**src/fifo_victim.sv**
```systemverilog
module fifo_victim #(
    parameter int  N_WAYS = 4,
    parameter int  N_SETS = 16,
    localparam int IDX_W  = $clog2(N_SETS),
    localparam int WAY_W  = $clog2(N_WAYS)
)
(
    input  logic             clk_i,
    input  logic             rst_i,
    input  logic [IDX_W-1:0] set_idx_i,
    input  logic             refill_i,      // Line committed into the victim way
    output logic [WAY_W-1:0] victim_way_o   // Next way to replace in the indexed set
);

    logic [WAY_W-1:0] fifo_cnt [N_SETS];     // Oldest way per set

    always_ff @(posedge clk_i)
    begin
        if (rst_i)
        begin
            for (int s = 0; s < N_SETS; s++)
                fifo_cnt[s] <= '0;
        end
        else if (refill_i)
        begin
            if (fifo_cnt[set_idx_i] == WAY_W'(N_WAYS - 1))
                fifo_cnt[set_idx_i] <= '0;       // Wrap for any way count
            else
                fifo_cnt[set_idx_i] <= fifo_cnt[set_idx_i] + 1'b1;
        end
    end

    always_ff @(posedge clk_i)
    begin
        victim_way_o <= fifo_cnt[set_idx_i];     // Same latency as the way arrays
    end

endmodule

```
**config.mk**
```make
export PLATFORM = sky130hd
export DESIGN_NAME = fifo_victim
export DESIGN_NICKNAME = d
export VERILOG_FILES = /design/src/fifo_victim.sv
export SDC_FILE = /design/constraint.sdc
export NUM_CORES = 1
export LEC_CHECK = 0
export BUFFER_PORTS_ARGS = -buffer_cell sky130_fd_sc_hd__buf_2
export CORE_MARGIN = 5
export CORE_UTILIZATION = 56
export CTS_BUF_LIST = sky130_fd_sc_hd__clkbuf_4
export DETAILED_ROUTE_END_ITERATION = 6
export HOLD_SLACK_MARGIN = 0.08
export PLACE_DENSITY = 0.84
export SYNTH_ARGS = -nofsm -noshare
export SYNTH_HDL_FRONTEND = slang
export SYNTH_SLANG_ARGS = --single-unit
```
**constraint.sdc**
```tcl
create_clock -name clk_i -period 2 [get_ports clk_i]
set_input_delay 0.2 -clock clk_i [delete_from_list [all_inputs] [get_ports clk_i]]
set_output_delay 0.2 -clock clk_i [all_outputs]
set_load 0.03 [all_outputs]
```
* Word-level counts from Yosys, hierarchy flattened
Memory sizes are Yosys's and may differ from the RTL's.
Index checks and enable logic that the tools add are counted.
** Storage, ports and cells
- Register bits :: 2
- RAM bits :: 32
- Input port bits :: 7
- Output and inout bits :: 2
- Word-level logic and storage cells :: 20
- Memories kept :: 1
** Operators by class
- Add/subtract/negate cells :: 1
- Equality and inequality tests :: 1
- Muxes and demuxes :: 14
- Bitwise gates (word level) :: 1
- Reduce and logical (&&, ||, !) cells :: 1
** Memory list
- fifo_cnt :: words 16, width 2, rd ports 1, clocked after Yosys merged registers in 0, wr ports 16, line 15 : logic [WAY_W-1:0] fifo_cnt [N_SETS];
** Operators by type and width (number)
- 1-bit 2-to-1 mux :: 11
- 2-bit 2-to-1 mux :: 2
- 4-bit 2-to-1 mux :: 1
- 2-bit by 1-bit adder with 2-bit output (second input constant) :: 1
- 2-bit == test (second input constant) :: 1
- 2-bit OR reduction :: 1
- 1-bit OR :: 1

* Longest topological paths before layout
An unclocked memory read counts as a cell.
- Depth in word-level cells :: 9
- Depth in mapped cells :: 9
- Gate-level depth less buffers :: 7

* Least setup slack after synthesis
No wires, ideal clock.
- Path kind :: input -> register
- Start point :: input set_idx_i[1]
- End point :: memory fifo_cnt[11][0] (netlist bit) (data pin)
- Library setup time :: 140 ps
- Arrival time :: 2000 ps
- Required time :: 1860 ps
- Slack :: -140 ps
- Stages :: 9
- Buffers on the path :: 2
- Cell sequence :: clkbuf_1 > buf_2 > mux4_1 > a22oi_1 > nand3_1 > ha_1 > nor3b_1 > nand3_1 > nor2_1
** RTL lines
- start: declaration :: line 10 : input logic [IDX_W-1:0] set_idx_i,
- end: declaration :: line 15

==> results.json <==
{
  "outcome": "finished, violations left",
  "violations": "setup timing",
  "post-route-util_pct": 68.1,
  "combPwrFrac_pct": 15.7,
  "p_leak_nw": 0.778,
  "rsz0062_at_grt": "true",
  "clkLatencyLatePin_ps": 340,
  "slew_viol_final": 0,
  "fillers": 204,
  "cts_num_sinks": 34,
  "synth-edff-count": 32,
  "clk_pin_slew_ps": 110,
  "worst_hold_path_type": "in2reg",
  "seqPwrFrac_pct": 58.0,
  "setup_ws_ps": -243,
  "syn_area_per_cell_um2": 12.7,
  "clockBufferDepth": 2,
  "endpoint_kind": "register",
  "dp_slack_ps": -418,
  "drive_gt1_share_pct": 43.8,
  "postSynthCellCount": 136,
  "synth_cell_types": 21,
  "boundaryPins": 9,
  "mappedNetlistArea_um2": 1720,
  "multi_input_area_um2": 790,
  "p_per_area_nw_per_um2": 687,
  "p_clk_share_pct": 26.3,
  "synthToLayoutAreaGrowth_pct": 18.7,
  "die_h_um": 65.5,
  "power.internal_mw": 1.05,
  "peakVddDrop_v": 0.000502,
  "cts_buffers": 5,
  "cts-htree-levels": 2,
  "cts_root_buffer": "clkbuf_4",
  "row_count": 20,
  "swShare_pct": 25.5,
  "crit_path_start_kind": "register",
  "min_period_ps": 2240,
  "antenna_found_initial": 0,
  "max_freq_ghz": 0.446,
  "grt_max_degree": 11,
  "wl_per_cell_um": 20.9,
  "most-common-layout-cells": "edfxtp_1, nor2_1, buf_4",
  "cpMaxStageDelayCell": "mux4_2",
  "dieWidth_um": 65.5,
  "path_cells": "mux4_2 -> a22oi_2 -> nand3_2 -> ha_4 -> nor3b_4 -> nand2_2 -> nor2_1",
  "synth-seq-cells": 34,
  "fin_crit_sh_pct": 112,
  "grt_pass1_vias": 1296,
  "diodes": 0,
  "dr.first_iter.drc_count": 91,
  "routed_wl_um": 4030,
  "dp_hpwl_um": 2880,
  "synth_flop_cell": "edfxtp_1",
  "seq_area_frac_synth_pct": 58.1,
  "layout.nets": 167,
  "slowest_delay_ps": 500,
  "maxCapViolCount": 0,
  "grt_pass1_wl_um": 6600,
  "yosys_warnings": 0,
  "setup_viol": 32,
  "avgViaCountPerCell": 6.33,
  "worstPathArrival_ps": 2430,
  "final_common_cell": "edfxtp_1",
  "cts_tree": "built",
  "worst_pin_slew_ps": 458,
  "portBuffers": 8,
  "final-seq-area_um2": 1000,
  "dr.pass1.iters": 4,
  "min_delay_path_depth": 3,
  "syn_nets": 144,
  "worstSetupPathType": "reg2reg",
  "coreArea_um2": 3000,
  "grt_usage_pct": 21.6,
  "gp_congestion": 0.977,
  "num_vias": 1222,
  "antenna_left": 0,
  "start_util_pct": 57.4,
  "worstRegToRegCells": 7,
  "netSwitchingPower_mw": 0.358,
  "dieArea_um2": 4290,
  "required_ps": 2190,
  "relSlewSlack_pct": 69.4,
  "report.final.hold_viol_count": 0,
  "overflow": 0,
  "path_max_fanout": 4,
  "finClkSkew_ps": 15.7,
  "synthArstFlopShare_pct": 0,
  "post-route-drc-count": 0
}
-- area by class of cell --
class	count	share of cell area, %
multi-input combinational	94	38.6
clock inverter	2	0.428
sequential	34	48.9
tap	33	2.02
clock buffer	6	2.20
timing repair buffer	24	7.83
-- power groups by stage --
stage	clock [mW]	sequential (mW)	combinational (mW)
after floorplan	0	0.838	0.121
after global placement	0	0.830	0.187
after detailed placement	0	0.832	0.191
after CTS	0.368	0.815	0.206
after global routing	0.415	0.818	0.236
final	0.370	0.815	0.221
-- layer usage --
metal	vias to the layer above	global-route usage (%)	part of all wire, %
met4	0	8.03	2.4
met2	68	37.2	51
li1	548	-	-
met5	-	0	0
met3	14	5.47	8.7
met1	592	26.1	38
-- kinds of logic (layout without fill, tap and decap cells) --
logic type      count (synthesis)  after routing  share of synthesized area (%)
flops                          34             34                           58.1
mux                             8              8                           11.5
fa+ha+maj                       1              1                          0.726
compound gates                 18             18                           8.28
buf+inv                         8             32                           2.32
simple gates                   67             67                           19.0
-- critical path: cells and delay by family (launching register included) --
kind	cells	cell delay (ps)
adder cells (fa/ha/maj)	1	200
flip-flops	1	400
AND/OR/NAND/NOR	4	770
multiplexers	1	500
AO/OA/AOI/OAI	1	240
-- per-stage QoR --
step	hold WS, ps	total power, mW	area, µm²	setup TNS [ps]	cells
2_1_floorplan	372	0.959	1740	0	136
3_3_place_gp	598	1.02	1880	-9320	184
5_1_grt	291	1.47	2050	-8350	193
3_5_place_dp	620	1.02	1880	-11790	184
6_report	305	1.41	2050	-6270	193
4_1_cts	288	1.39	1990	-5150	192
-- worst paths after layout --
kind | startpoint | end | slack, ps
hold reg to reg | fifo_cnt[10][1] | victim_way_o[1] | 760
setup / recovery | fifo_cnt[3][1] | fifo_cnt[8][0] | -240
hold / removal | set_idx_i[3] | victim_way_o[1] | 300
setup reg to reg | fifo_cnt[3][1] | fifo_cnt[8][0] | -240
-- state kept, by name, summed over array words and instances (netlist names) --
| register | count |
|---|---|
| fifo_cnt | 32 |
| victim_way_o | 2 |
-- Yosys cell counts (3+ instances only) --
master	n	area share, %
clkbuf_1	5	1.1
a21o_1	9	3.9
nor2_1	34	7.4
nand3_1	7	2.0
nand2_1	12	2.6
o21bai_1	4	1.7
mux4_1	5	7.6
nor2b_1	5	1.8
a41o_1	3	1.7
and2_1	3	1.1
nand2b_4	3	2.4
edfxtp_1	32	56
mux4_2	3	3.9
-- what timing repair did --
action | 4_1_cts | 5_1_grt
setup buffers | 0 | 1
hold buffers | 0 | 0
resized for setup | 14 | 14
pin swaps | 17 | 7
endpoints found under the setup margin | 32 | 32
Note: power is estimated with default switching activity, not from simulation.
