`src/cache_geom_pkg.sv`:
```
package cache_geom_pkg;

    // ======================================================================
    // Word and line geometry
    // ======================================================================
    localparam int XLEN       = 32;                      // Processor word width
    localparam int LINE_WORDS = 4;                       // Words per cache line
    localparam int LINE_W     = XLEN * LINE_WORDS;       // Line width in bits

    // Offset fields below the set index in | tag | set | word | byte |
    localparam int BYTE_OFF_W = $clog2(XLEN / 8);        // Byte within a word
    localparam int WORD_OFF_W = $clog2(LINE_WORDS);      // Word within a line
    localparam int LINE_OFF_W = BYTE_OFF_W + WORD_OFF_W; // Byte within a line

    // ======================================================================
    // Data types
    // ======================================================================
    typedef logic [XLEN-1:0]       word_t;     // One processor word
    typedef logic [XLEN/8-1:0]     byte_en_t;  // One enable per byte lane
    typedef logic [XLEN-1:0]       addr_t;     // Byte address
    typedef logic [LINE_W-1:0]     line_t;     // Whole cache line with word 0 in the low bits
    typedef logic [WORD_OFF_W-1:0] word_off_t; // Word index inside a line

endpackage

```
`src/word_merge.sv`:
```
module word_merge
    import cache_geom_pkg::*;
(
    input  line_t     line_i,        // Hit line or refill line
    input  word_off_t word_off_i,
    input  word_t     wr_word_i,
    input  byte_en_t  be_i,
    output word_t     rd_word_o,
    output line_t     merged_line_o
);

    word_t new_word;                 // Addressed word after the byte merge

    // Word k sits at line bits [k*XLEN +: XLEN]
    assign rd_word_o = line_i[word_off_i*XLEN +: XLEN];

    // Byte lanes
    always_comb
    begin
        for (int b = 0; b < XLEN / 8; b++)
        begin
            if (be_i[b])
                new_word[b*8 +: 8] = wr_word_i[b*8 +: 8];
            else
                new_word[b*8 +: 8] = rd_word_o[b*8 +: 8];   // Keep the old byte
        end
    end

    // Only the addressed word changes
    always_comb
    begin
        merged_line_o = line_i;
        merged_line_o[word_off_i*XLEN +: XLEN] = new_word;
    end

endmodule

```
`config.mk`:
```
export PLATFORM = sky130hd
export DESIGN_NAME = word_merge
export DESIGN_NICKNAME = d
export VERILOG_FILES = /design/src/cache_geom_pkg.sv /design/src/word_merge.sv
export SDC_FILE = /design/constraint.sdc
export NUM_CORES = 1
export LEC_CHECK = 0
export BUFFER_PORTS_ARGS = -buffer_cell sky130_fd_sc_hd__clkbuf_2
export CAP_MARGIN = 20
export CORE_AREA = 4 4 125 127
export DETAILED_ROUTE_END_ITERATION = 7
export DIE_AREA = 0 0 129 131
export SYNTH_ARGS = -nofsm -noshare
export SYNTH_HDL_FRONTEND = slang
export SYNTH_SLANG_ARGS = --single-unit
export TNS_END_PERCENT = 10
```
`constraint.sdc`:
```
create_clock -name vclk -period 3.4
set_input_delay 0.34 -clock vclk [all_inputs]
set_output_delay 0.34 -clock vclk [all_outputs]
set_load 0.03 [all_outputs]
```
### After elaboration in Yosys (flattened, before gate mapping)

Cells that the tools add are included.

| cells by class | value |
|---|---|
| mux-type cells | 5 |
| shift operators | 3 |
| $add $sub $neg | 1 |

Operators by type and width:

| operator | count |
|---|---|
| bitwise mux 128 bit | 1 |
| variable shift 32 x 34 -> 128 bit (first input constant) | 1 |
| indexed part select 128 x 8 -> 32 bit | 1 |
| indexed part select 32 x 34 -> 128 bit | 1 |
| negator 7 -> 34 bit | 1 |
| 2-to-1 mux 8 bit | 4 |

| word-level totals | value |
|---|---|
| output and inout bits | 160 |
| logic and storage cells | 9 |
| bits of input ports | 166 |
| bits in registers | 0 |

### Longest topological paths before layout

| depth | value |
|---|---|
| word-level depth | 4 |
| depth in mapped cells | 8 |
| mapped depth without buffers | 5 |

### Least setup slack after synthesis

Ideal clock, no wire load.

| timing path | value |
|---|---|
| kind | input-to-output |
| start | input port word_off_i[1] |
| end | output port merged_line_o[100] |
| data arrival time | 2.137 ns |
| slack | 0.923 ns |
| required time | 3.060 ns |
| cell stages on the path | 7 |
| path buffers | 3 |
| cell sequence | buf_2 buf_2 inv_1 ha_1 nand3b_1 clkbuf_1 o22ai_1 |

| on the way | value |
|---|---|
| cells in the longest elaborated chain, start to end | 4 |
| elaborated cells between the ends (all ways) | 9 |
| those cells by class | add/sub (1); shift (3); mux (5) |

Ends and longest elaborated chain:

| element | RTL line | text |
|---|---|---|
| start: declaration | word_merge.sv:5 | `input word_off_t word_off_i,` |
| indexed part select 128 x 8 -> 32 bit | word_merge.sv:15 | `assign rd_word_o = line_i[word_off_i*XLEN +: XLEN];` |
| 2-to-1 mux 8 bit | word_merge.sv:22 | `if (be_i[b])` |
| indexed part select 32 x 34 -> 128 bit | word_merge.sv:33 | `merged_line_o[word_off_i*XLEN +: XLEN] = new_word;` |
| bitwise mux 128 bit * | word_merge.sv:33 |  |
| end: declaration | word_merge.sv:9 | `output line_t merged_line_o` |

Mark *: on every way between the ends. The rest lies on a longest branch, timed or not.

### Worst setup path after layout

| timing path | value |
|---|---|
| start | input port word_off_i[0] |
| end | output port merged_line_o[52] |

The elaborated chain is that of the path after synthesis.

==> results.py <==
metrics = {
    "final_layout": {
        "seqCellArea_um2": 0,
        "syn_to_final_growth_pct": 48.2,
        "n_antenna_cell": 0,
        "fin_area_um2": 5330,
        "nClkBuffers": 0,
        "n_fill_cell": 1547,
        "seq_cell_count": 0,
        "drive_gt1_share_pct": 54.3,
        "final_nets": 909,
    },
    "floorplanning": {
        "die_h_um": 131,
        "die_area_um2": 16900,
        "design.core.area_um2": 14400,
        "initial_core_util_pct": 24.9,
        "io_pins": 326,
        "rows": 44,
        "die_w_um": 129,
    },
    "synth": {
        "yosys.area.top_type": "mux2i_4",
        "ys_seq_area_share_pct": 0,
        "synth.avg_cell_area_um2": 8.07,
        "yosys-top-cells-area": "mux2i_4, mux4_2, o22ai_1, mux2i_1, inv_1",
        "synth_cell_types": 22,
        "synth_area_um2": 3600,
        "yosysTopAreaCellShare_pct": 16.9,
        "yosysMostFrequentCell": "inv_1",
        "synth_fp_nets": 616,
        "synth_commonest_cells": "inv_1, o22ai_1, mux2i_1",
        "ys_warn_count": 0,
        "synthCells": 446,
    },
    "detailed_routing": {
        "ant_nets": 0,
        "wl_mm": 17.8,
        "drtIter0Drc": 223,
        "drtPass1Iterations": 5,
        "routedWlPerCell_um": 19.3,
        "drc": 0,
        "routed-via-count": 4871,
        "vias_per_cell": 5.29,
    },
    "critical_path": {
        "crit_buf_inv": 4,
        "cp-start-kind": "input pin",
        "cpPeakStageDelay_ns": 0.58,
        "path_depth": 7,
        "cp.required_ns": 3.06,
        "cp_max_fo": 21,
        "worstSetupPathType": "in -> out",
        "cp_top_family": "buffers and inverters",
        "slowest_stage": "ha_2",
        "endpoint_kind": "output pin",
        "crit_chain": "clkbuf_2 > buf_4 > ha_2 > nand3_2 > buf_4 > o22ai_1 > clkbuf_2",
        "crit_arrival_ns": 2.20,
    },
    "power_and_ir_drop": {
        "pwr-share-clk_pct": 0,
        "peakVddDrop_mv": 0.0946,
        "p_leak_nw": 2.93,
        "p_seq_share_pct": 0,
        "power_frac_comb_pct": 100.0,
        "p_switching_uw": 715,
        "intPower_uw": 408,
        "p_per_area_nw_per_um2": 211,
        "swShare_pct": 63.7,
    },
    "worst_hold_path": {
        "worstHoldPathCells": 4,
        "hold_path.startpoint": "line_i[121]",
        "min_path_type": "in -> out",
        "hold_path_end": "merged_line_o[121]",
    },
    "place": {
        "numPortBuffers": 326,
        "gp_congestion": 0.843,
        "dpl_cell_area_um2": 5330,
        "dp_hpwl_mm": 13.9,
    },
    "clocking": {
        "cts_resized": 0,
        "cts_setup_buffers": 0,
        "postCtsHoldBufs": 0,
    },
    "grt": {
        "use_met3_pct": 2.48,
        "use_met2_pct": 35.9,
        "grt_use_total_pct": 18.8,
        "grt_pass1_vias": 4710,
        "grt_antenna_before_repair": 0,
        "top_usage_layer": "met2",
        "grt-ovfl-total": 0,
        "grtUsageMet1_pct": 22.0,
        "grt_pass1_wl_mm": 25.4,
        "grt_max_degree": 37,
    },
    "run": {
        "cap_viol_max_count": 0,
    },
    "sta": {
        "final_hold_viol_count": 0,
        "slew_violations": 0,
        "holdWs_ns": 1.06,
        "rsz0062_at_grt": "no",
        "slew_headroom_pct": 45.5,
        "fin_crit_sh_pct": 74.8,
        "clock.fmax_mhz": 393,
        "setup-violations-final": 0,
        "fin_crit_ns": 2.54,
        "fin_tns_setup_ns": 0,
        "worst_pin_slew_ns": 0.817,
    },
    "outcome": {
        "status": "completed",
    },
}
[cell usage in the layout (no fill, tap or decap)]
cell type | synthesis | routed
ha_2 | 0 | 3
mux2i_4 | 27 | 27
nand4_1 | 1 | 1
nor2b_1 | 1 | 1
o22ai_1 | 96 | 96
a22o_1 | 32 | 32
buf_4 | 1 | 16
mux2i_1 | 37 | 37
nand3b_1 | 1 | 1
inv_1 | 98 | 98
nor3_4 | 0 | 1
nand3_2 | 0 | 1
o21ai_0 | 32 | 32
nand2_1 | 32 | 32
mux4_1 | 5 | 5
clkinv_1 | 1 | 1
mux4_2 | 27 | 27
ha_1 | 4 | 1
clkbuf_2 | 0 | 325
[logic make-up (layout without fill, tap and decap cells)]
logic type	after synthesis	after routing	synth area share [%]
AO/OA/AOI/OAI	160	160	28.9
buffers and inverters	149	440	17.6
multiplexers	96	96	47.7
adder cells (fa/ha/maj)	4	4	1.39
AND/OR/NAND/NOR	37	37	4.31
[per-layer routing]
layer / up-vias / wire length, um
met5: - / 0
met2: 280 / 9200
met4: 0 / 397
met3: 25 / 1480
met1: 2307 / 6710
li1: 2259 / -
[stage by stage]
stage	cells	utilization, %	total power [mW]	worst slack (ns)
2_1_floorplan	446	-	0.759	0.923
3_3_place_gp	921	37.0	1.12	0.844
3_5_place_dp	921	37.0	1.12	0.822
4_1_cts	921	37.0	1.13	0.820
5_1_grt	921	37.0	1.19	0.707
6_report	921	37.0	1.12	0.856
[how the worst max path moves through the flow]
| stage | start | to | slack [ns] |
|---|---|---|---|
| after global routing | word_off_i[0] | merged_line_o[56] | 0.71 |
| after global placement | word_off_i[0] | merged_line_o[50] | 0.84 |
| after CTS | word_off_i[0] | merged_line_o[52] | 0.82 |
| after floorplan | word_off_i[1] | merged_line_o[100] | 0.92 |
| final | word_off_i[0] | merged_line_o[52] | 0.86 |
| after detailed placement | word_off_i[0] | merged_line_o[52] | 0.82 |
[cell type report]
class	instances	area [um2]	share of cell area [%]
multi-input combinational	297	2980	55.9
timing repair buffer	341	1750	32.8
inverter	99	372	6.97
tap	184	230	4.32
[power by group through the flow]
stage | registers [mW] | logic [mW] | clock network (mW)
6_report | 0 | 1.12 | 0
4_1_cts | 0 | 1.13 | 0
3_5_place_dp | 0 | 1.12 | 0
2_1_floorplan | 0 | 0.759 | 0
3_3_place_gp | 0 | 1.12 | 0
5_1_grt | 0 | 1.19 | 0
(Power assumes the default switching activity.)
