## src/cache_geom_pkg.sv

```systemverilog
package cache_geom_pkg;

    // ======================================================================
    // Word and line geometry
    // ======================================================================
    localparam int XLEN       = 32;                      // Processor word width
    localparam int LINE_WORDS = 4;                       // Words per cache line
    localparam int LINE_W     = XLEN * LINE_WORDS;       // Line width in bits

    // Offset fields below the set index in | tag | set | word | byte |
    localparam int BYTE_OFF_W = $clog2(XLEN / 8);        // Byte within a word
    localparam int WORD_OFF_W = $clog2(LINE_WORDS);      // Word within a line
    localparam int LINE_OFF_W = BYTE_OFF_W + WORD_OFF_W; // Byte within a line

    // ======================================================================
    // Data types
    // ======================================================================
    typedef logic [XLEN-1:0]       word_t;     // One processor word
    typedef logic [XLEN/8-1:0]     byte_en_t;  // One enable per byte lane
    typedef logic [XLEN-1:0]       addr_t;     // Byte address
    typedef logic [LINE_W-1:0]     line_t;     // Whole cache line with word 0 in the low bits
    typedef logic [WORD_OFF_W-1:0] word_off_t; // Word index inside a line

endpackage

```

## src/cache_ctrl_pkg.sv

```systemverilog
package cache_ctrl_pkg;

    // ======================================================================
    // Controller FSM states
    // ======================================================================
    typedef enum logic [2:0] {
        INIT,     // Sweep all sets and clear valid and dirty
        IDLE,     // Wait for a processor strobe
        ANALYSIS, // Tag compare where a hit answers
        WB_MEM,   // Dirty victim on its way to memory
        WB_DONE,  // Write-back acknowledged
        RD_MEM,   // Line refill requested
        RD_DONE   // Commit the refill line and answer
    } ctrl_state_t;

    // Memory command on m_rw_o
    localparam logic MEM_READ  = 1'b0;
    localparam logic MEM_WRITE = 1'b1;

endpackage

```

## src/dcache_ctrl.sv

```systemverilog
module dcache_ctrl
    import cache_geom_pkg::*;
    import cache_ctrl_pkg::*;
#(
    parameter int  N_WAYS = 4,
    parameter int  N_SETS = 16,
    localparam int IDX_W  = $clog2(N_SETS),
    localparam int TAG_W  = XLEN - IDX_W - LINE_OFF_W,
    localparam int WAY_W  = $clog2(N_WAYS)
)
(
    input  logic              clk_i,
    input  logic              rst_i,
    input  logic              p_strobe_i,
    input  logic              p_rw_i,
    input  addr_t             p_addr_i,
    input  word_t             p_data_i,
    input  byte_en_t          p_be_i,
    output word_t             p_data_o,
    output logic              p_ready_o,
    output logic              m_strobe_o,
    output logic              m_rw_o,
    output addr_t             m_addr_o,
    output line_t             m_data_o,
    input  line_t             m_data_i,
    input  logic              m_ready_i,
    input  logic              hit_i,
    input  logic [WAY_W-1:0]  hit_way_i,
    input  logic [WAY_W-1:0]  victim_way_i,
    input  logic [TAG_W-1:0]  vic_tag_i,
    input  logic              vic_dirty_i,
    input  line_t             vic_line_i,
    input  line_t             hit_line_i,
    input  word_t             rd_word_i,     // Word picked from base_line_o
    input  line_t             merged_line_i, // base_line_o with the write applied
    output logic [IDX_W-1:0]  set_idx_o,
    output logic [TAG_W-1:0]  tag_o,
    output logic [N_WAYS-1:0] way_we_o,
    output line_t             wr_line_o,
    output logic              wr_dirty_o,
    output logic              init_o,
    output logic              refill_o,
    output line_t             base_line_o,
    output word_off_t         word_off_o,
    output word_t             wr_word_o,
    output byte_en_t          be_o
);

    ctrl_state_t      state_q, state_d;
    logic [IDX_W-1:0] init_cnt;                  // Set swept during INIT
    addr_t            req_addr;                  // Registered request
    logic             req_rw;
    word_t            req_data;
    byte_en_t         req_be;
    line_t            refill_line;               // Line returned by memory
    logic             enter_mem;                 // First cycle of WB_MEM or RD_MEM next

    // ======================================================================
    // FSM
    // ======================================================================
    always_ff @(posedge clk_i)
    begin
        if (rst_i)
            state_q <= INIT;
        else
            state_q <= state_d;
    end

    always_comb
    begin
        state_d = state_q;
        unique case (state_q)
            INIT:     if (init_cnt == IDX_W'(N_SETS - 1)) state_d = IDLE;
            IDLE:     if (p_strobe_i) state_d = ANALYSIS;
            ANALYSIS:
                if (hit_i)
                    state_d = IDLE;                  // Hit answered right here
                else
                    state_d = vic_dirty_i ? WB_MEM : RD_MEM;
            WB_MEM:   if (m_ready_i) state_d = WB_DONE;
            WB_DONE:  state_d = RD_MEM;
            RD_MEM:   if (m_ready_i) state_d = RD_DONE;
            RD_DONE:  state_d = IDLE;
            default:  state_d = IDLE;
        endcase
    end

    always_ff @(posedge clk_i)
    begin
        if (rst_i)
            init_cnt <= '0;
        else if (state_q == INIT)
            init_cnt <= init_cnt + 1'b1;             // One set per cycle
    end

    // Request and refill capture
    always_ff @(posedge clk_i)
    begin
        if (state_q == IDLE && p_strobe_i)
        begin
            req_addr <= p_addr_i;
            req_rw   <= p_rw_i;
            req_data <= p_data_i;
            req_be   <= p_be_i;
        end
        if (state_q == RD_MEM && m_ready_i)
            refill_line <= m_data_i;
    end

    // ======================================================================
    // Memory request with one strobe per memory state
    // ======================================================================
    assign enter_mem = (state_d != state_q) && (state_d == WB_MEM || state_d == RD_MEM);

    always_ff @(posedge clk_i)
    begin
        if (rst_i)
        begin
            m_strobe_o <= 1'b0;
            m_rw_o     <= MEM_READ;
        end
        else
        begin
            m_strobe_o <= enter_mem;
            if (enter_mem)
                m_rw_o <= (state_d == WB_MEM) ? MEM_WRITE : MEM_READ;
        end
    end

    always_ff @(posedge clk_i)
    begin
        if (enter_mem && state_d == WB_MEM)
        begin
            m_addr_o <= {vic_tag_i, set_idx_o, {LINE_OFF_W{1'b0}}};  // Victim line address
            m_data_o <= vic_line_i;
        end
        else if (enter_mem)
            m_addr_o <= {req_addr[XLEN-1:LINE_OFF_W], {LINE_OFF_W{1'b0}}};
    end

    // ======================================================================
    // Processor answer and way update
    // ======================================================================
    assign p_ready_o = (state_q == ANALYSIS && hit_i) || state_q == RD_DONE;
    assign p_data_o  = (p_ready_o && !req_rw) ? rd_word_i : '0;

    // Strobe cycle indexes straight from the processor so ANALYSIS sees the set
    assign set_idx_o = (state_q == INIT) ? init_cnt :
                       (state_q == IDLE) ? p_addr_i[LINE_OFF_W +: IDX_W] :
                                           req_addr[LINE_OFF_W +: IDX_W];
    assign tag_o       = req_addr[XLEN-1 -: TAG_W];
    assign init_o      = (state_q == INIT);
    assign refill_o    = (state_q == RD_DONE);          // Advance the set's FIFO pointer
    assign base_line_o = (state_q == RD_DONE) ? refill_line : hit_line_i;
    assign word_off_o  = req_addr[BYTE_OFF_W +: WORD_OFF_W];
    assign wr_word_o   = req_data;
    assign be_o        = req_be;
    assign wr_line_o   = req_rw ? merged_line_i : refill_line;
    assign wr_dirty_o  = req_rw;                        // Any write leaves the line dirty

    always_comb
    begin
        for (int w = 0; w < N_WAYS; w++)
            way_we_o[w] = (state_q == ANALYSIS && hit_i && req_rw && hit_way_i == WAY_W'(w)) ||
                          (state_q == RD_DONE && victim_way_i == WAY_W'(w));
    end

endmodule

```

## config.mk

```make
export PLATFORM = sky130hd
export DESIGN_NAME = dcache_ctrl
export DESIGN_NICKNAME = d
export VERILOG_FILES = /design/src/cache_geom_pkg.sv /design/src/cache_ctrl_pkg.sv /design/src/dcache_ctrl.sv
export SDC_FILE = /design/constraint.sdc
export NUM_CORES = 1
export LEC_CHECK = 0
export ABC_CLOCK_PERIOD_IN_PS = 8150
export BUFFER_PORTS_ARGS = -buffer_cell sky130_fd_sc_hd__buf_4
export CAP_MARGIN = 10
export CORE_AREA = 2 2 462 464
export DETAILED_ROUTE_END_ITERATION = 6
export DIE_AREA = 0 0 464 466
export GPL_ROUTABILITY_DRIVEN = 1
export SLEW_MARGIN = 10
export SYNTH_ARGS = -nofsm -noshare
export SYNTH_HDL_FRONTEND = slang
export SYNTH_SLANG_ARGS = --single-unit
```

## constraint.sdc

```tcl
create_clock -name clk_i -period 8.15 [get_ports clk_i]
set_input_delay 0.4075 -clock clk_i [delete_from_list [all_inputs] [get_ports clk_i]]
set_output_delay 0.4075 -clock clk_i [all_outputs]
set_load 0.05 [all_outputs]
```

==> Word-level counts from Yosys, hierarchy flattened <==
Index checks and enable logic that the tools add are counted.
{ "totals": {"regBits": 362, "latch_bits": 0, "ram_bits": 0, "romBits": 0, "out_inout_bits": 524, "elab_cells": 69, "mem_count": 0} }
{ "op_classes": {"add_sub_neg": 1, "n_mul": 0, "div": 0, "order_cmp": 0, "n_eq_ne": 16, "shift": 0, "muxes": 15, "bitwise": 0, "reduce_logical": 26} }
{ "op_table": {"columns": ["op", "count"], "rows": [
  ["2-to-1 mux 128 bit", 2],
  ["2-to-1 mux 32 bit", 3],
  ["2-to-1 mux 3 bit", 6],
  ["one-hot mux 3 bit (6 select lines)", 1],
  ["logical AND 1 bit", 15],
  ["equality test 3 bit (second input constant)", 4],
  ["equality test 3 x 2 -> 1 bit (second input constant)", 3],
  ["equality test 2 bit (second input constant)", 4],
  ["2-to-1 mux 4 bit", 2],
  ["logical OR 1 bit", 6],
  ["adder 4 x 1 -> 4 bit (second input constant)", 1],
  ["equality test 2 x 1 -> 1 bit (second input constant)", 2],
  ["equality test 4 bit (second input constant)", 1],
  ["zero test 2 bit", 2],
  ["equality test 3 x 1 -> 1 bit (second input constant)", 1],
  ["zero test 3 bit", 1],
  ["inequality test 3 bit", 1],
  ["nonzero test 2 bit", 1],
  ["zero test 1 bit", 1],
  ["2-to-1 mux 1 bit", 1]
]} }

==> Logic depth before layout (Yosys ltp) <==
{ "depth": {"depth_word": 8, "ltp_mapped": 8} }

==> Least setup slack after synthesis <==
OpenSTA, ideal clock, no wires.
{ "synth_path": {"path_type": "register -> register", "startpoint": "reg state_q[0]", "endpoint": "reg refill_line[0] (enable)", "setup_ps": 616, "t_arrival_ps": 5983, "slack_ps": 1551, "path_stages_with_launch": 4, "n_path_buf": 1, "cell_sequence": "dfxtp_1 buf_4 nand2_1 nor2_1"} }
{ "synth_via": {"elab_chain_cells": 2} }
{ "synth_rtl": {"columns": ["element", "line_no", "rtl"], "rows": [
  ["start, declared", "dcache_ctrl.sv:49", "ctrl_state_t state_q, state_d;"],
  ["start signal, assigned", "dcache_ctrl.sv:66", "state_q <= state_d;"],
  ["equality test 3 bit", "dcache_ctrl.sv:106", "if (state_q == RD_MEM && m_ready_i)"],
  ["logical AND 1 bit", "dcache_ctrl.sv:106", null],
  ["end signal, assigned", "dcache_ctrl.sv:107", "refill_line <= m_data_i;"],
  ["end, declared", "dcache_ctrl.sv:55", "line_t refill_line;"]
]} }
No other way between the ends.
A chain may end at the register's enable or synchronous reset.

==> Worst setup path in the final report <==
{ "layout_path": {"startpoint": "reg state_q[1]", "endpoint": "out base_line_o[66]"} }
{ "layout_via": {"elab_chain_cells": 2} }
{ "layout_rtl": {"columns": ["element", "line_no", "rtl"], "rows": [
  ["equality test 3 bit", "dcache_ctrl.sv:154", "assign base_line_o = (state_q == RD_DONE) ? refill_line : hit_line_i;"],
  ["2-to-1 mux 128 bit", "dcache_ctrl.sv:154", null],
  ["end, declared", "dcache_ctrl.sv:43", "output line_t base_line_o,"]
]} }
No other way between the ends.

==> metrics.md <==
| Metric | Value |
|---|---|
| Critical path class | `flop to output port` |
| Slew @ Worst Pin | `924.7 ps` |
| Number of flops mapped to enable cells by yosys | `351` |
| Vias in the first global route | `16190` |
| Worst hold path type | `input port to flop` |
| Outcome | `finished, final reports clean` |
| CP bufs+invs | `3` |
| Antenna-violating nets left | `0` |
| Post-synth top cells | `nand2_1 (395), edfxtp_1 (351), mux2_2 (135), buf_2 (42), buf_4 (34)` |
| Crit path capture type | `output port` |
| IO Count | `1171` |
| Critical Path RT | `7740 ps` |
| #FFs+latches synth | `360` |
| Drt total wl | `148800 um` |
| Post-Place Worst Slack | `4484 ps` |
| CORE AREA | `211200 sq um` |
| Mapped Area | `15120 sq um` |
| Slowest library cell on the worst path | `buf_4` |
| Grt ovf | `0` |
| Fin cells | `5516` |
| FMAX | `242.4 MHz` |
| Syn. warnings | `0` |
| RSZ-0062 raised after global routing | `false` |
| Top-count cell post-synth | `nand2_1` |
| Worst VDD drop | `162.8 uV` |
| Port-buffer cells | `1164` |
| Final Hold Vio Count | `0` |
| CTS sink cnt | `360` |
| CTS clock-pin slew for the worst setup and hold paths | `60 ps` |
| HPWL after DPL | `130000 um` |
| Area Growth Syn to Fin | `114.3%` |
| Nets | `3224` |
| Tot GR Track Use | `13.18%` |
| Top post-synthesis cells by area | `edfxtp_1 (70%), mux2_2 (10%), nand2_1 (9.8%)` |
| Leakage | `13.23 nW` |
| Final setup viols | `0` |
| Die W | `464 um` |
| Initial antenna violation count | `192` |
| Post-route setup TNS | `0 ps` |
| Critical Path Source Type | `flop` |
| Synth async-reset ratio | `0%` |
| Seq/Total Area, Yosys | `70.88%` |
| # rows | `169` |
| Post-synth top area share | `69.69%` |
| Synthesized instance count | `1087` |
| Drt drc | `0` |
| Die area | `216200 sq um` |
| Min Hold Slack | `217.0 ps` |
| Initial DRT Pass Iterations | `5` |
| CTS Root Cell | `clkbuf_16` |
| Via density per instance | `2.852` |
| Dpl cells | `4997` |
| Average wire per standard cell | `26.97 um` |
| Starting density of the core | `7.160%` |
| Data arrival, critical path | `3720 ps` |
| CP cell instances | `nor2b_1 -> nand2_4 -> inv_6 -> buf_4 -> nand2_1 -> nand2_1 -> buf_4` |
| Yosys top cell by area | `edfxtp_1` |
| Global-route wire length before repair | `180200 um` |
| Min Clock Period, post-route | `4125 ps` |
| Max-cap violations | `0` |
| P per Cell Area | `160.3 nW/um^2` |
| Num CTS Buffers | `50` |
| DR vias | `15730` |
| Final Cycle Share | `50.61%` |
| Crit-path max FO | `90` |
| Mean post-synth cell area | `13.91 sq um` |
| 1st-iter DRT viols | `754` |
| Die Y | `466 um` |
| Placer's final routability congestion estimate | `0.9436` |
| Max clock buf depth | `3` |
| Slew Viols, Final | `0` |
| Final WS setup | `4025 ps` |
| Critical Path Max Stage Delay | `640 ps` |
| Slew headroom | `38.35%` |
| Clock Latency Late Sink | `680 ps` |
| H-tree Lvls | `2` |
| Clk_skew | `44.40 ps` |
| Largest net degree at the start of global routing | `129` |
| Top delay family on crit path | `buffers and inverters` |
| CTS tree | `built` |
| Top_reg_cell synth | `edfxtp_1` |
| Tot Pwr | `0.005196 W` |
| Unique cell type count in the Yosys netlist | `44` |
| Share of layout cells above drive strength 1 | `54.05%` |
-- layout by cell type, fill, tap and decap left out, types with 3 or more instances in the layout --
master / synthesis / layout
and2_1: 32 / 32
buf_4: 34 / 1170
bufinv_16: 0 / 7
clkbuf_1: 6 / 4
clkbuf_16: 0 / 50
clkinv_1: 0 / 8
clkinv_2: 0 / 6
clkinv_4: 0 / 4
clkinvlp_4: 0 / 4
conb_1: 1 / 4
dfxtp_1: 9 / 9
diode_2: 0 / 79
dlygate4sd3_1: 0 / 348
edfxtp_1: 351 / 351
inv_1: 4 / 3
inv_6: 0 / 9
mux2_2: 135 / 135
mux2_4: 17 / 17
mux2i_1: 5 / 5
nand2_1: 395 / 394
nor2_1: 11 / 8
nor2_4: 0 / 3
nor2b_1: 3 / 3
o21ai_0: 5 / 5
xnor2_1: 3 / 3
-- stage by stage --
stage	utilization [%]	cell area (sq um)
3_5_place_dp	12.79	27010
2_1_floorplan	-	15140
5_1_grt	15.31	32330
6_report	15.34	32410
3_3_place_gp	12.79	27010
4_1_cts	15.25	32220
-- final cells by class --
type	instances	area [sq um]
clock buffers	54	1266
fillers	23460	178800
well taps	2821	3530
flip-flops and latches	360	10720
clock inverters	38	456.7
multi-input cells	639	3909
inverters	5	28.78
diodes	79	197.7
repair buffers	1520	12310
-- state kept, by name (all words and copies together) (netlist names) --
signal       flops
init_cnt         4
m_rw_o           1
be_o             4
m_addr_o        28
m_data_o       128
wr_dirty_o       1
state_q          3
wr_word_o       32
refill_line    128
m_strobe_o       1
req_addr        30
-- path summary, 6_finish.rpt --
path,start,end,slack [ps],depth (start not counted)
setup / recovery,state_q[1]$_SDFF_PP0_,base_line_o[66],4030,7
setup reg to reg,state_q[0]$_SDFF_PP0_,m_data_o[3]$_DFFE_PP_,4560,4
hold reg to reg,req_addr[5]$_DFFE_PP_,m_addr_o[5]$_DFFE_PP_,460,0
hold / removal,hit_i,state_q[2]$_SDFF_PP0_,220,4
-- logic make-up after synthesis --
group                    after synthesis  share of synthesized area (%)
buffers and inverters                 91                          3.549
multiplexers                         157                          12.07
flip-flops                           360                          70.88
AO/OA/AOI/OAI                         17                         0.7943
AND/OR/NAND/NOR                      456                          12.37
XOR/XNOR                               4                         0.2317
other                                  1                        0.02479
adder cells (fa/ha/maj)                1                        0.08271
-- power breakdown --
part | internal, W | switching [W]
Sequential | 0.00203 | 0.00000146
Combinational | 0.000393 | 0.000385
Clock | 0.00136 | 0.00103
Total | 0.00378 | 0.00141
-- repair_timing --
item,in CTS,in global routing
resized for setup,0,0
setup buffers,0,0
hold endpoints to repair,356,0
hold buffers,348,0
-- routing by layer --
layer	GRT usage (%)	share of wire, %
met3	6.700	13
met4	5.256	4.1
met1	14.17	36
met2	21.88	47
met5	0	0.47
-- worst register-to-register path: cells and delay by family, from the launching register on --
kind | cells | cell delay [ps]
DFF | 1 | 500
and+or+nand+nor | 2 | 920
buffers and inverters | 2 | 1760
Note: power is estimated with default switching activity, not from simulation.
